$ cat src/hw/feLoadPkg.sv
// Load-file widths, record and diagnostic codes, state enums and the KL10 reset step table
package feLoadPkg;

  // Widths with a meaning
  typedef logic [6:0]  tChar;
  typedef logic [15:0] tWord16;
  typedef logic [10:0] tCramAddr;
  typedef logic [85:0] tCramWord;    // 80 bits plus CALL/DISP
  typedef logic [8:0]  tDramAddr;
  typedef logic [6:0]  tDiagFunc;
  typedef logic [35:0] tEbusWord;

  // Separators in the load file
  localparam tChar DELIM_COMMA = 7'h2C;
  localparam tChar LINE_END    = 7'h0A;
  localparam tChar IGNORED_CR  = 7'h0D;

  // Record types
  localparam tChar REC_CRAM    = 7'h43;  // C
  localparam tChar REC_DRAM    = 7'h44;  // D
  localparam tChar REC_ZERO    = 7'h5A;  // Z
  localparam tChar REC_COMMENT = 7'h3B;  // ;

  localparam int CRAM_GROUP_WORDS = 6;
  localparam int DRAM_GROUP_WORDS = 3;

  // Diagnostic functions, KL10 octal codes
  localparam tDiagFunc diagStopClock       = 7'o000;
  localparam tDiagFunc diagStartClock      = 7'o001;
  localparam tDiagFunc diagStepClock       = 7'o002;
  localparam tDiagFunc diagCondStep        = 7'o004;
  localparam tDiagFunc diagSetReset        = 7'o006;
  localparam tDiagFunc diagClrReset        = 7'o007;
  localparam tDiagFunc diagClrRun          = 7'o010;
  localparam tDiagFunc diagSetRun          = 7'o011;
  localparam tDiagFunc diagContinue        = 7'o012;
  localparam tDiagFunc diagBurstCtrRh      = 7'o042;
  localparam tDiagFunc diagBurstCtrLh      = 7'o043;
  localparam tDiagFunc diagClkSrcRate      = 7'o044;
  localparam tDiagFunc diagEboxClkDisables = 7'o045;
  localparam tDiagFunc diagResetParRegs    = 7'o046;
  localparam tDiagFunc diagMboxDisParChk   = 7'o047;
  localparam tDiagFunc diagEnableKl        = 7'o067;
  localparam tDiagFunc diagInitChannels    = 7'o070;
  localparam tDiagFunc diagWriteMbox       = 7'o071;
  localparam tDiagFunc diagEbusLoad        = 7'o076;

  // EBUS cycle and sequencer timing, in clocks
  localparam int FUNC_STROBE_CYCLES  = 17;
  localparam int WRITE_STROBE_CYCLES = 2;
  localparam int WRITE_DRIVE_CYCLES  = 3;
  localparam int CROBAR_DELAY        = 10;
  localparam int SYNC_WAIT           = 5;
  localparam int SYNC_TRIES          = 5;

  typedef enum logic [1:0] {stepFunc, stepWrite, stepSync} tStepKind;

  typedef enum logic [2:0] {
    parseWc, parseAdr, parseData, parseCksum, parseSkip
  } tParseState;

  typedef enum logic [2:0] {
    seqHold, seqDelay, seqIssue, seqWait, seqSyncWait1, seqSyncWait2, seqSyncClk, seqFinish
  } tSeqState;

  typedef struct packed {
    tStepKind kind;
    tDiagFunc func;
    tEbusWord data;
  } tResetStep;

  localparam int RESET_STEP_COUNT = 26;

  // Master reset, soft reset and start, in issue order
  localparam tResetStep RESET_STEPS [RESET_STEP_COUNT] = '{
    '{stepFunc,  diagClrRun,          36'o0},
    // Master reset phase 1
    '{stepWrite, diagClkSrcRate,      36'o0},
    '{stepFunc,  diagStopClock,       36'o0},
    '{stepFunc,  diagSetReset,        36'o0},
    '{stepWrite, diagResetParRegs,    36'o0},
    '{stepWrite, diagMboxDisParChk,   36'o0},
    '{stepWrite, diagBurstCtrRh,      36'o0},
    '{stepWrite, diagBurstCtrLh,      36'o0},
    '{stepWrite, diagEboxClkDisables, 36'o0},
    '{stepFunc,  diagStartClock,      36'o0},
    '{stepWrite, diagInitChannels,    36'o0},
    '{stepWrite, diagBurstCtrRh,      36'o0},
    // MBOX sync loop, func is the clock step it issues
    '{stepSync,  diagStepClock,       36'o0},
    // Master reset phase 2
    '{stepFunc,  diagCondStep,        36'o0},
    '{stepFunc,  diagClrReset,        36'o0},
    '{stepWrite, diagEnableKl,        36'o0},
    '{stepWrite, diagEbusLoad,        36'o0},
    '{stepWrite, diagWriteMbox,       36'o120},
    // Soft reset
    '{stepFunc,  diagSetReset,        36'o0},
    '{stepFunc,  diagStartClock,      36'o0},
    '{stepFunc,  diagStopClock,       36'o0},
    '{stepFunc,  diagCondStep,        36'o0},
    '{stepFunc,  diagClrReset,        36'o0},
    // Start the machine
    '{stepFunc,  diagStartClock,      36'o0},
    '{stepFunc,  diagSetRun,          36'o0},
    '{stepFunc,  diagContinue,        36'o0}
  };

endpackage

$ cat src/hw/asciiWordDecoder.sv
// Load-file character stream to 16-bit field words with first and last field flags
`timescale 1ns/100ps

module asciiWordDecoder import feLoadPkg::*; (
  input  logic   clk,
  input  logic   rstN,
  input  logic   charValid,
  input  tChar   charData,
  output logic   wordValid,
  output tWord16 wordData,
  output logic   firstField,
  output logic   lastField,
  output tChar   recType
);

  // Position inside the current line
  typedef enum logic [1:0] {posType, posSpace, posField} tLinePos;

  tLinePos linePos;
  tWord16  acc;
  logic    atFirst;
  logic    takeChar;
  logic    isComma;
  logic    isLineEnd;
  logic    closeField;

  // Carriage returns never reach the line logic
  assign takeChar  = charValid && (charData != IGNORED_CR);
  assign isComma   = takeChar && (charData == DELIM_COMMA);
  assign isLineEnd = takeChar && (charData == LINE_END);

  // Comma or line end closes a field
  // A bare type line still yields one empty field
  assign closeField = ((linePos == posField) && (isComma || isLineEnd)) ||
                      ((linePos == posSpace) && isLineEnd);

  ////////////////////////////////
  // Line position and flags
  ////////////////////////////////
  always_ff @(posedge clk or negedge rstN) begin
    if (!rstN) begin
      linePos    <= posType;
      recType    <= '0;
      atFirst    <= 1'b0;
      wordValid  <= 1'b0;
      firstField <= 1'b0;
      lastField  <= 1'b0;
    end else begin
      wordValid <= closeField;
      if (closeField) begin
        firstField <= atFirst;
        lastField  <= isLineEnd;
        atFirst    <= 1'b0;
      end
      if (takeChar) begin
        case (linePos)
          posType: begin
            // Blank lines are skipped
            if (!isLineEnd) begin
              recType <= charData;
              atFirst <= 1'b1;
              linePos <= posSpace;
            end
          end
          posSpace: linePos <= isLineEnd ? posType : posField;
          default: begin
            if (isLineEnd) linePos <= posType;
          end
        endcase
      end
    end
  end

  ////////////////////////////////
  // Field accumulator
  ////////////////////////////////
  always_ff @(posedge clk) begin
    if (closeField) wordData <= (linePos == posField) ? acc : '0;
    if ((linePos == posSpace) || closeField) begin
      acc <= '0;
    end else if ((linePos == posField) && takeChar) begin
      // First character is the most significant, 6 bits each
      acc <= {acc[9:0], charData[5:0]};
    end
  end

endmodule

$ cat src/hw/loadRecordParser.sv
// C and D record parser with CRAM and DRAM word assembly, address tracking and checksum check
`timescale 1ns/100ps

module loadRecordParser import feLoadPkg::*; (
  input  logic     clk,
  input  logic     rstN,
  input  logic     wordValid,
  input  tWord16   wordData,
  input  logic     firstField,
  input  logic     lastField,
  input  tChar     recType,
  output logic     cramWe,
  output tCramAddr cramAddr,
  output tCramWord cramData,
  output logic     dramWe,
  output tDramAddr dramAddr,
  output tWord16   dramEven,
  output tWord16   dramOdd,
  output tWord16   dramCommon,
  output logic     loadDone,
  output logic     checksumError,
  output logic     formatError
);

  tParseState state;
  tWord16     wcLeft;
  tWord16     sum;
  tWord16     sumNext;
  logic       lineCram;   // current data line is C, else D
  logic       lineEnd;    // WC of zero marks an end record
  logic [2:0] groupCnt;
  logic       groupLast;
  logic       isDataType;
  logic       isSkipType;

  assign isDataType = (recType == REC_CRAM) || (recType == REC_DRAM);
  assign isSkipType = (recType == REC_ZERO) || (recType == REC_COMMENT);
  assign sumNext    = sum + wordData;

  // Six words per CRAM word, three per DRAM pair
  assign groupLast = lineCram ? (groupCnt == 3'(CRAM_GROUP_WORDS - 1)) :
                                (groupCnt == 3'(DRAM_GROUP_WORDS - 1));

  ////////////////////////////////
  // Record FSM
  ////////////////////////////////
  always_ff @(posedge clk or negedge rstN) begin
    if (!rstN) begin
      state         <= parseWc;
      wcLeft        <= '0;
      sum           <= '0;
      lineCram      <= 1'b0;
      lineEnd       <= 1'b0;
      groupCnt      <= '0;
      cramWe        <= 1'b0;
      dramWe        <= 1'b0;
      cramAddr      <= '0;
      dramAddr      <= '0;
      loadDone      <= 1'b0;
      checksumError <= 1'b0;
      formatError   <= 1'b0;
    end else begin
      cramWe <= 1'b0;
      dramWe <= 1'b0;
      // Step to the next location right after each write
      if (cramWe) cramAddr <= cramAddr + 1'b1;
      if (dramWe) dramAddr <= dramAddr + 2'd2;
      if (wordValid) begin
        case (state)
          parseWc: begin
            wcLeft   <= wordData;
            sum      <= wordData;
            lineCram <= (recType == REC_CRAM);
            lineEnd  <= (wordData == '0);
            groupCnt <= '0;
            // Unknown type, or a data line that stops after WC
            if (!firstField || !(isDataType || isSkipType) || (isDataType && lastField)) begin
              formatError <= 1'b1;
            end
            if (lastField) state <= parseWc;
            else if (isDataType && firstField) state <= parseAdr;
            else state <= parseSkip;
          end
          parseAdr: begin
            sum <= sumNext;
            // ADR 0 resumes where this type's last line stopped
            if (wordData != '0) begin
              if (lineCram) cramAddr <= wordData[10:0];
              else dramAddr <= {wordData[8:1], 1'b0};
            end
            if (lastField) begin
              formatError <= 1'b1;
              state       <= parseWc;
            end else begin
              state <= lineEnd ? parseCksum : parseData;
            end
          end
          parseData: begin
            sum      <= sumNext;
            wcLeft   <= wcLeft - 1'b1;
            groupCnt <= groupLast ? 3'd0 : groupCnt + 1'b1;
            if (groupLast) begin
              cramWe <= lineCram;
              dramWe <= !lineCram;
            end
            if (lastField) begin
              formatError <= 1'b1;
              state       <= parseWc;
            end else if (wcLeft == 16'd1) begin
              state <= parseCksum;
            end
          end
          parseCksum: begin
            // Negated checksum brings the line total to zero
            if (sumNext != '0) checksumError <= 1'b1;
            if (lastField) begin
              state <= parseWc;
              if (lineEnd && !lineCram) loadDone <= 1'b1;
            end else begin
              formatError <= 1'b1;
              state       <= parseSkip;
            end
          end
          default: begin
            if (lastField) state <= parseWc;
          end
        endcase
      end
    end
  end

  ////////////////////////////////
  // Word assembly
  ////////////////////////////////
  always_ff @(posedge clk) begin
    if (wordValid && (state == parseData)) begin
      if (lineCram) begin
        case (groupCnt)
          3'd0: cramData[79:64] <= wordData;
          3'd1: cramData[63:48] <= wordData;
          3'd2: cramData[47:32] <= wordData;
          3'd3: cramData[31:16] <= wordData;
          3'd4: cramData[15:0]  <= wordData;
          default: cramData[85:80] <= wordData[5:0];  // CALL and DISP
        endcase
      end else begin
        case (groupCnt)
          3'd0: dramEven <= wordData;
          3'd1: dramOdd  <= wordData;
          default: dramCommon <= wordData;
        endcase
      end
    end
  end

endmodule

$ cat src/hw/diagCycleGen.sv
// One EBUS diagnostic function or write cycle with fixed strobe and drive timing
`timescale 1ns/100ps

module diagCycleGen import feLoadPkg::*; (
  input  logic     clk,
  input  logic     rstN,
  input  logic     cycStart,
  input  logic     cycWrite,
  input  tDiagFunc cycFunc,
  input  tEbusWord cycData,
  output tDiagFunc diagFunc,
  output logic     diagStrobe,
  output tEbusWord ebusData,
  output logic     ebusDriving,
  output logic     cycDone
);

  logic     busy;
  logic     isWrite;
  logic [$clog2(FUNC_STROBE_CYCLES + 2)-1:0] cnt;
  tEbusWord dataReg;

  // Count runs down to zero
  // Longest output ends at 2, one quiet cycle, then done at 0
  assign diagStrobe = busy &&
                      (isWrite ? (cnt >= WRITE_DRIVE_CYCLES - WRITE_STROBE_CYCLES + 2) :
                                 (cnt >= 2));
  assign ebusDriving = busy && isWrite && (cnt >= 2);
  assign cycDone     = busy && (cnt == '0);

  // Bus floats to zero when not driven
  assign ebusData = ebusDriving ? dataReg : '0;

  ////////////////////////////////
  // Cycle timing
  ////////////////////////////////
  always_ff @(posedge clk or negedge rstN) begin
    if (!rstN) begin
      busy    <= 1'b0;
      isWrite <= 1'b0;
      cnt     <= '0;
    end else if (!busy) begin
      if (cycStart) begin
        busy    <= 1'b1;
        isWrite <= cycWrite;
        // First active cycle holds longest length plus one
        cnt     <= cycWrite ? $bits(cnt)'(WRITE_DRIVE_CYCLES + 1) :
                              $bits(cnt)'(FUNC_STROBE_CYCLES + 1);
      end
    end else begin
      cnt <= cnt - 1'b1;
      if (cnt == '0) busy <= 1'b0;
    end
  end

  // Function code and data latched for the whole cycle
  always_ff @(posedge clk) begin
    if (!busy && cycStart) begin
      diagFunc <= cycFunc;
      dataReg  <= cycData;
    end
  end

endmodule

$ cat src/hw/klResetSequencer.sv
// Crobar hold and KL10 reset step sequencer with the MBOX sync loop
`timescale 1ns/100ps

module klResetSequencer import feLoadPkg::*; (
  input  logic     clk,
  input  logic     rstN,
  input  logic     loadDone,
  input  logic     checksumError,
  input  logic     formatError,
  input  logic     aChangeComingN,
  input  logic     cycDone,
  output logic     crobar,
  output logic     cycStart,
  output logic     cycWrite,
  output tDiagFunc cycFunc,
  output tEbusWord cycData,
  output logic     syncError,
  output logic     seqDone
);

  tSeqState state;
  tStepKind stepKind;
  logic [$clog2(RESET_STEP_COUNT)-1:0] stepIdx;
  logic [$clog2(CROBAR_DELAY)-1:0]     delayCnt;
  logic [$clog2(SYNC_WAIT)-1:0]        waitCnt;
  logic [$clog2(SYNC_TRIES)-1:0]       tryCnt;
  logic lastStep;
  logic stepDone;

  // Current table entry drives the cycle request
  // Sync entry carries the step-clock function
  assign stepKind = RESET_STEPS[stepIdx].kind;
  assign cycFunc  = RESET_STEPS[stepIdx].func;
  assign cycData  = RESET_STEPS[stepIdx].data;
  assign cycWrite = (stepKind == stepWrite);
  assign lastStep = (stepIdx == $bits(stepIdx)'(RESET_STEP_COUNT - 1));

  assign cycStart = ((state == seqIssue) && (stepKind != stepSync)) ||
                    ((state == seqSyncWait2) && (waitCnt == '0));

  // Step ends on its cycle, on a clear sync check, or when tries run out
  assign stepDone = ((state == seqWait) && cycDone) ||
                    ((state == seqSyncWait1) && (waitCnt == '0) && aChangeComingN) ||
                    ((state == seqSyncClk) && cycDone &&
                     (tryCnt == $bits(tryCnt)'(SYNC_TRIES - 1)));

  ////////////////////////////////
  // Sequencer FSM
  ////////////////////////////////
  always_ff @(posedge clk or negedge rstN) begin
    if (!rstN) begin
      state     <= seqHold;
      crobar    <= 1'b1;
      stepIdx   <= '0;
      delayCnt  <= '0;
      waitCnt   <= '0;
      tryCnt    <= '0;
      syncError <= 1'b0;
      seqDone   <= 1'b0;
    end else begin
      case (state)
        seqHold: begin
          // Release only after a clean load
          if (loadDone && !checksumError && !formatError) begin
            crobar   <= 1'b0;
            delayCnt <= $bits(delayCnt)'(CROBAR_DELAY - 1);
            state    <= seqDelay;
          end
        end
        seqDelay: begin
          if (delayCnt == '0) state <= seqIssue;
          else delayCnt <= delayCnt - 1'b1;
        end
        seqIssue: begin
          if (stepKind == stepSync) begin
            waitCnt <= $bits(waitCnt)'(SYNC_WAIT - 1);
            tryCnt  <= '0;
            state   <= seqSyncWait1;
          end else begin
            state <= seqWait;
          end
        end
        seqSyncWait1: begin
          // A CHANGE COMING still low, wait again then step the clock
          if (waitCnt != '0) begin
            waitCnt <= waitCnt - 1'b1;
          end else if (!aChangeComingN) begin
            waitCnt <= $bits(waitCnt)'(SYNC_WAIT - 1);
            state   <= seqSyncWait2;
          end
        end
        seqSyncWait2: begin
          if (waitCnt == '0) state <= seqSyncClk;
          else waitCnt <= waitCnt - 1'b1;
        end
        seqSyncClk: begin
          if (cycDone) begin
            if (tryCnt == $bits(tryCnt)'(SYNC_TRIES - 1)) begin
              if (!aChangeComingN) syncError <= 1'b1;
            end else begin
              tryCnt  <= tryCnt + 1'b1;
              waitCnt <= $bits(waitCnt)'(SYNC_WAIT - 1);
              state   <= seqSyncWait1;
            end
          end
        end
        default: ;  // seqWait and seqFinish wait on stepDone
      endcase

      // Advance through the table
      if (stepDone) begin
        if (lastStep) begin
          state   <= seqFinish;
          seqDone <= 1'b1;
        end else begin
          stepIdx <= stepIdx + 1'b1;
          state   <= seqIssue;
        end
      end
    end
  end

endmodule

$ cat src/hw/frontEnd.sv
// Front-end top with load-file decoder, record parser, reset sequencer and EBUS cycle generator
`timescale 1ns/100ps

module frontEnd import feLoadPkg::*; (
  input  logic     clk,
  input  logic     rstN,
  input  logic     charValid,
  input  tChar     charData,
  input  logic     aChangeComingN,
  output logic     cramWe,
  output tCramAddr cramAddr,
  output tCramWord cramData,
  output logic     dramWe,
  output tDramAddr dramAddr,
  output tWord16   dramEven,
  output tWord16   dramOdd,
  output tWord16   dramCommon,
  output logic     loadDone,
  output logic     checksumError,
  output logic     formatError,
  output logic     crobar,
  output tDiagFunc diagFunc,
  output logic     diagStrobe,
  output tEbusWord ebusData,
  output logic     ebusDriving,
  output logic     syncError,
  output logic     seqDone
);

  // Decoder to parser
  logic     wordValid;
  tWord16   wordData;
  logic     firstField;
  logic     lastField;
  tChar     recType;

  // Sequencer to cycle generator
  logic     cycStart;
  logic     cycWrite;
  tDiagFunc cycFunc;
  tEbusWord cycData;
  logic     cycDone;

  asciiWordDecoder i_decoder (
    .clk        (clk),
    .rstN       (rstN),
    .charValid  (charValid),
    .charData   (charData),
    .wordValid  (wordValid),
    .wordData   (wordData),
    .firstField (firstField),
    .lastField  (lastField),
    .recType    (recType)
  );

  loadRecordParser i_parser (
    .clk           (clk),
    .rstN          (rstN),
    .wordValid     (wordValid),
    .wordData      (wordData),
    .firstField    (firstField),
    .lastField     (lastField),
    .recType       (recType),
    .cramWe        (cramWe),
    .cramAddr      (cramAddr),
    .cramData      (cramData),
    .dramWe        (dramWe),
    .dramAddr      (dramAddr),
    .dramEven      (dramEven),
    .dramOdd       (dramOdd),
    .dramCommon    (dramCommon),
    .loadDone      (loadDone),
    .checksumError (checksumError),
    .formatError   (formatError)
  );

  klResetSequencer i_sequencer (
    .clk            (clk),
    .rstN           (rstN),
    .loadDone       (loadDone),
    .checksumError  (checksumError),
    .formatError    (formatError),
    .aChangeComingN (aChangeComingN),
    .cycDone        (cycDone),
    .crobar         (crobar),
    .cycStart       (cycStart),
    .cycWrite       (cycWrite),
    .cycFunc        (cycFunc),
    .cycData        (cycData),
    .syncError      (syncError),
    .seqDone        (seqDone)
  );

  diagCycleGen i_cycleGen (
    .clk         (clk),
    .rstN        (rstN),
    .cycStart    (cycStart),
    .cycWrite    (cycWrite),
    .cycFunc     (cycFunc),
    .cycData     (cycData),
    .diagFunc    (diagFunc),
    .diagStrobe  (diagStrobe),
    .ebusData    (ebusData),
    .ebusDriving (ebusDriving),
    .cycDone     (cycDone)
  );

endmodule

$ cat config.mk
export PLATFORM = sky130hd
export DESIGN_NAME = frontEnd
export DESIGN_NICKNAME = d
export VERILOG_FILES = /design/src/hw/feLoadPkg.sv /design/src/hw/asciiWordDecoder.sv /design/src/hw/loadRecordParser.sv /design/src/hw/diagCycleGen.sv /design/src/hw/klResetSequencer.sv /design/src/hw/frontEnd.sv
export SDC_FILE = /design/constraint.sdc
export NUM_CORES = 1
export LEC_CHECK = 0
export BUFFER_PORTS_ARGS = -buffer_cell sky130_fd_sc_hd__buf_2
export CAP_MARGIN = 20
export CELL_PAD_IN_SITES_DETAIL_PLACEMENT = 0
export CELL_PAD_IN_SITES_GLOBAL_PLACEMENT = 1
export CORE_MARGIN = 3
export CORE_UTILIZATION = 46
export CTS_BUF_LIST = sky130_fd_sc_hd__clkbuf_4
export CTS_CLUSTER_DIAMETER = 40
export CTS_CLUSTER_SIZE = 25
export DETAILED_ROUTE_END_ITERATION = 16
export PLACE_DENSITY = 0.85
export SYNTH_ARGS = -nofsm -noshare
export SYNTH_HDL_FRONTEND = slang
export SYNTH_SLANG_ARGS = --single-unit
$ cat constraint.sdc
create_clock -name clk -period 3.5 [get_ports clk]
set_clock_uncertainty 0.2 [all_clocks]
set_input_delay 0.35 -clock clk [delete_from_list [all_inputs] [get_ports clk]]
set_output_delay 0.35 -clock clk [all_outputs]
set_load 0.1 [all_outputs]
==> flow_metrics.py <==
metrics = {
    "worst_hold_path": {
        "hp-class": "primary input to asynchronous set/reset pin",
    },
    "sta": {
        "fin_crit_sh_pct": 83.8,
        "fin_ws_ns": 0.566,
        "rsz0062_at_grt": "false",
        "slew_viol_final": 0,
        "max_freq_ghz": 0.341,
        "setup-tns-final_ns": 0,
        "holdWs_ns": 0.0918,
        "fin_crit_ns": 2.93,
        "setup_viol": 0,
        "max_slew_margin_pct": 36.7,
        "hold_viol": 0,
        "tightestPinTransition_ns": 0.945,
    },
    "route": {
        "final_antenna_net_count": 0,
        "first_pass_iters": 5,
        "route.detailed.wl_per_inst_um": 17.7,
        "vias": 9051,
        "drtIter0Drc": 694,
        "via_per_inst": 5.39,
        "drc": 0,
        "totalWireLength_um": 29800,
    },
    "placed_design": {
        "dp_slack_ns": 0.539,
        "io_buffer_count": 181,
        "dp_hpwl_um": 20200,
        "dp.cells": 1601,
        "place.gp.congestion": 0.914,
    },
    "synthesis": {
        "synthCells": 1086,
        "synth_top_family_by_area": "simple AND/OR/NAND/NOR gates",
        "synth-compound-area-share_pct": 11.3,
        "yosys_warnings": 0,
        "synth.area.mux_share_pct": 3.67,
        "synth-simple-area-share_pct": 13.3,
        "synth-seq-area-share_pct": 60.5,
        "synthAdderAreaFrac_pct": 4.21,
        "synth-seq-cells": 278,
        "synth_edf_count": 157,
        "synth.cell_area_sq_mm": 0.0127,
        "synth_cell_types": 74,
        "asyncSetResetFlopFracSynth_pct": 37.8,
        "synth-main-ff-cell": "edfxtp_1",
        "synth_xor_area_share_pct": 2.28,
        "avgSynthCellArea_sq_um": 11.7,
    },
    "critical_path": {
        "cp_max_fo": 15,
        "slowest_stage": "nor2_1",
        "startpoint_type": "register",
        "end_kind": "register",
        "rr_startpoint": "i_sequencer.stepIdx[2]",
        "arrival_ns": 3.28,
        "cp.required_ns": 3.84,
        "ff2ff_path_depth": 7,
        "rr_endpoint": "i_cycleGen.isWrite",
        "max_stage_delay_ns": 0.56,
        "cp-startpoint": "i_sequencer.stepIdx[2]",
        "rrSetupSlack_ns": 0.57,
        "crit_top_cell": "nor2_1",
        "crit_type": "register to register",
        "cp_cell_sequence": "or2_2, a311oi_1, nor4_1, nor2_1, a32oi_1, nor2_1, mux2_2",
    },
    "power": {
        "powerDensity_mw_per_mm2": 651,
        "p_leak_uw": 0.00630,
        "ir_drop_v": 0.000422,
    },
    "layout": {
        "seq_area_sq_mm": 0.00766,
        "layout.cells.non_filler": 1679,
        "nFillCells": 2310,
        "fin_nets": 1362,
        "multi_input_area_sq_mm": 0.00456,
        "layout-drive-gt1-share_pct": 24.4,
        "area_growth_pct": 16.7,
    },
    "clock_network": {
        "cts_resized": 0,
        "cts_tree": "yes",
        "h-tree-depth": 2,
        "clkSlewWorstSetupHoldPaths_ns": 0.10,
        "root_buffer": "clkbuf_4",
        "clock-sinks": 278,
        "cts_made_buffers": 37,
        "insertion_delay_ns": 0.70,
        "clk_path_buf_depth": 3,
    },
    "floorplanning": {
        "die-area_sq_mm": 0.0295,
        "die_y_um": 172,
        "start_util_pct": 46.8,
        "die_w_um": 172,
        "rows": 60,
        "ios": 218,
        "core_area_sq_mm": 0.0270,
    },
    "global_route": {
        "antenna_found_initial": 1,
        "grt-ovfl-total": 0,
        "grt_usage_pct": 19.5,
        "first_global_vias": 8178,
        "grt_pass1_wl_um": 45400,
        "grt_start_max_net_pins": 106,
    },
    "outcome": {
        "status": "finished, final reports clean",
    },
    "job": {
        "drv_cap": 0,
    },
}
[per-layer routing]
metal	global-route usage (%)	share of wire (%)
met5	0	0
met4	6.63	3.0
met3	4.50	8.8
met2	30.6	44
met1	26.9	44
[synth_stat cells (10+ instances only)]
library cell	number	area, sq um
o22ai_1	10	62.6
nor4_1	11	68.8
mux2i_1	25	250
xnor2_1	13	114
edfxtp_1	157	4710
mux2_2	17	191
a21oi_1	80	400
ha_1	41	513
buf_4	37	278
a21oi_2	10	87.6
nor2b_1	16	100
dfxtp_1	16	320
clkbuf_1	33	124
nand3_1	34	170
nand2_1	100	375
and2_1	19	119
inv_1	37	139
nand2b_1	13	81.3
xor2_1	20	175
o21ai_0	57	285
dfrtp_1	104	2600
nor3_1	21	105
nor2_1	81	304
[power breakdown]
group	leakage (uW)	switching, uW	internal, uW
logic	0.00301	1730	1080
registers	0.00291	467	3870
clock network	0.000378	1290	1180
[kinds of logic (layout without fill, tap and decap cells)]
group | count (synthesis) | count (layout)
muxes | 43 | 43
and+or+nand+nor | 344 | 344
DFF | 278 | 278
buffers and inverters | 114 | 330
xor gates and xnor gates | 33 | 33
adders and majority gates | 42 | 42
AOI/OAI and AO/OA | 231 | 231
other | 1 | 37
[cells in the final DEF (no fill, tap or decap), drive strengths merged, types with 8 or more instances in the layout]
cell         instances
a21o                 9
a21oi               90
and2                19
buf                216
clkbuf              40
clkinv               9
conb                36
dfrtp              104
dfxtp               16
dlygate4sd3         10
edfxtp             157
ha                  41
inv                 47
mux2                17
mux2i               25
nand2              101
nand2b              13
nand3               34
nand4                9
nor2                81
nor2b               16
nor3                21
nor4                11
o211ai               8
o21ai               57
o22ai               10
or3                  9
xnor2               13
xor2                20
[per-stage QoR]
step                cell area [sq um]  util, %  power [uW]
floorplan                       12800        -        6650
global placement                14000     51.7        7150
detailed placement              14000     51.7        7190
CTS                             14800     54.7        9680
global route                    14800     54.7       10200
finish                          14800     54.7        9610
[worst max-delay path by stage]
stage	cells after the start	end
6_report	7	i_cycleGen.isWrite
5_1_grt	7	i_cycleGen.isWrite
4_1_cts	7	i_cycleGen.isWrite
3_5_place_dp	8	i_decoder.acc[1]
3_3_place_gp	8	i_decoder.acc[5]
2_1_floorplan	6	ebusData[6]
[timing repair]
item | 4_1_cts | 5_1_grt
buffers inserted | 0 | 0
hold buffers | 10 | 0
endpoints found under the hold margin | 127 | 0
[cell type report]
| cell class | count | share of cell area, % |
|---|---|---|
| sequential | 278 | 51.9 |
| multi-input combinational | 729 | 30.9 |
| timing repair buffer | 226 | 8.69 |
| tap | 341 | 2.89 |
| clock inverter | 27 | 2.68 |
| clock buffer | 40 | 2.03 |
| inverter | 37 | 0.940 |
| antenna | 1 | 0.0169 |
[registers in the layout, summed over array words and instances (netlist names), 3 cells and up]
| signal | cells |
|---|---|
| i_parser.dramCommon | 16 |
| i_parser.state | 3 |
| i_parser.cramData | 86 |
| i_parser.cramAddr | 11 |
| i_parser.dramOdd | 16 |
| i_decoder.recType | 7 |
| i_parser.dramEven | 16 |
| i_parser.groupCnt | 3 |
| i_cycleGen.cnt | 5 |
| i_sequencer.state | 3 |
| i_cycleGen.diagFunc | 6 |
| i_sequencer.delayCnt | 4 |
| i_sequencer.tryCnt | 3 |
| i_parser.wcLeft | 16 |
| i_parser.sum | 16 |
| i_sequencer.waitCnt | 3 |
| i_decoder.acc | 16 |
| i_decoder.wordData | 16 |
| i_parser.dramAddr | 8 |
| i_sequencer.stepIdx | 5 |
[worst max-delay path, delay by kind of cell (launching register included)]
family / cells / cell delay (ns)
compound gates: 2 / 0.45
flops: 1 / 0.55
mux: 1 / 0.41
simple gates: 4 / 1.22
Power figures use the tool's default switching activity.
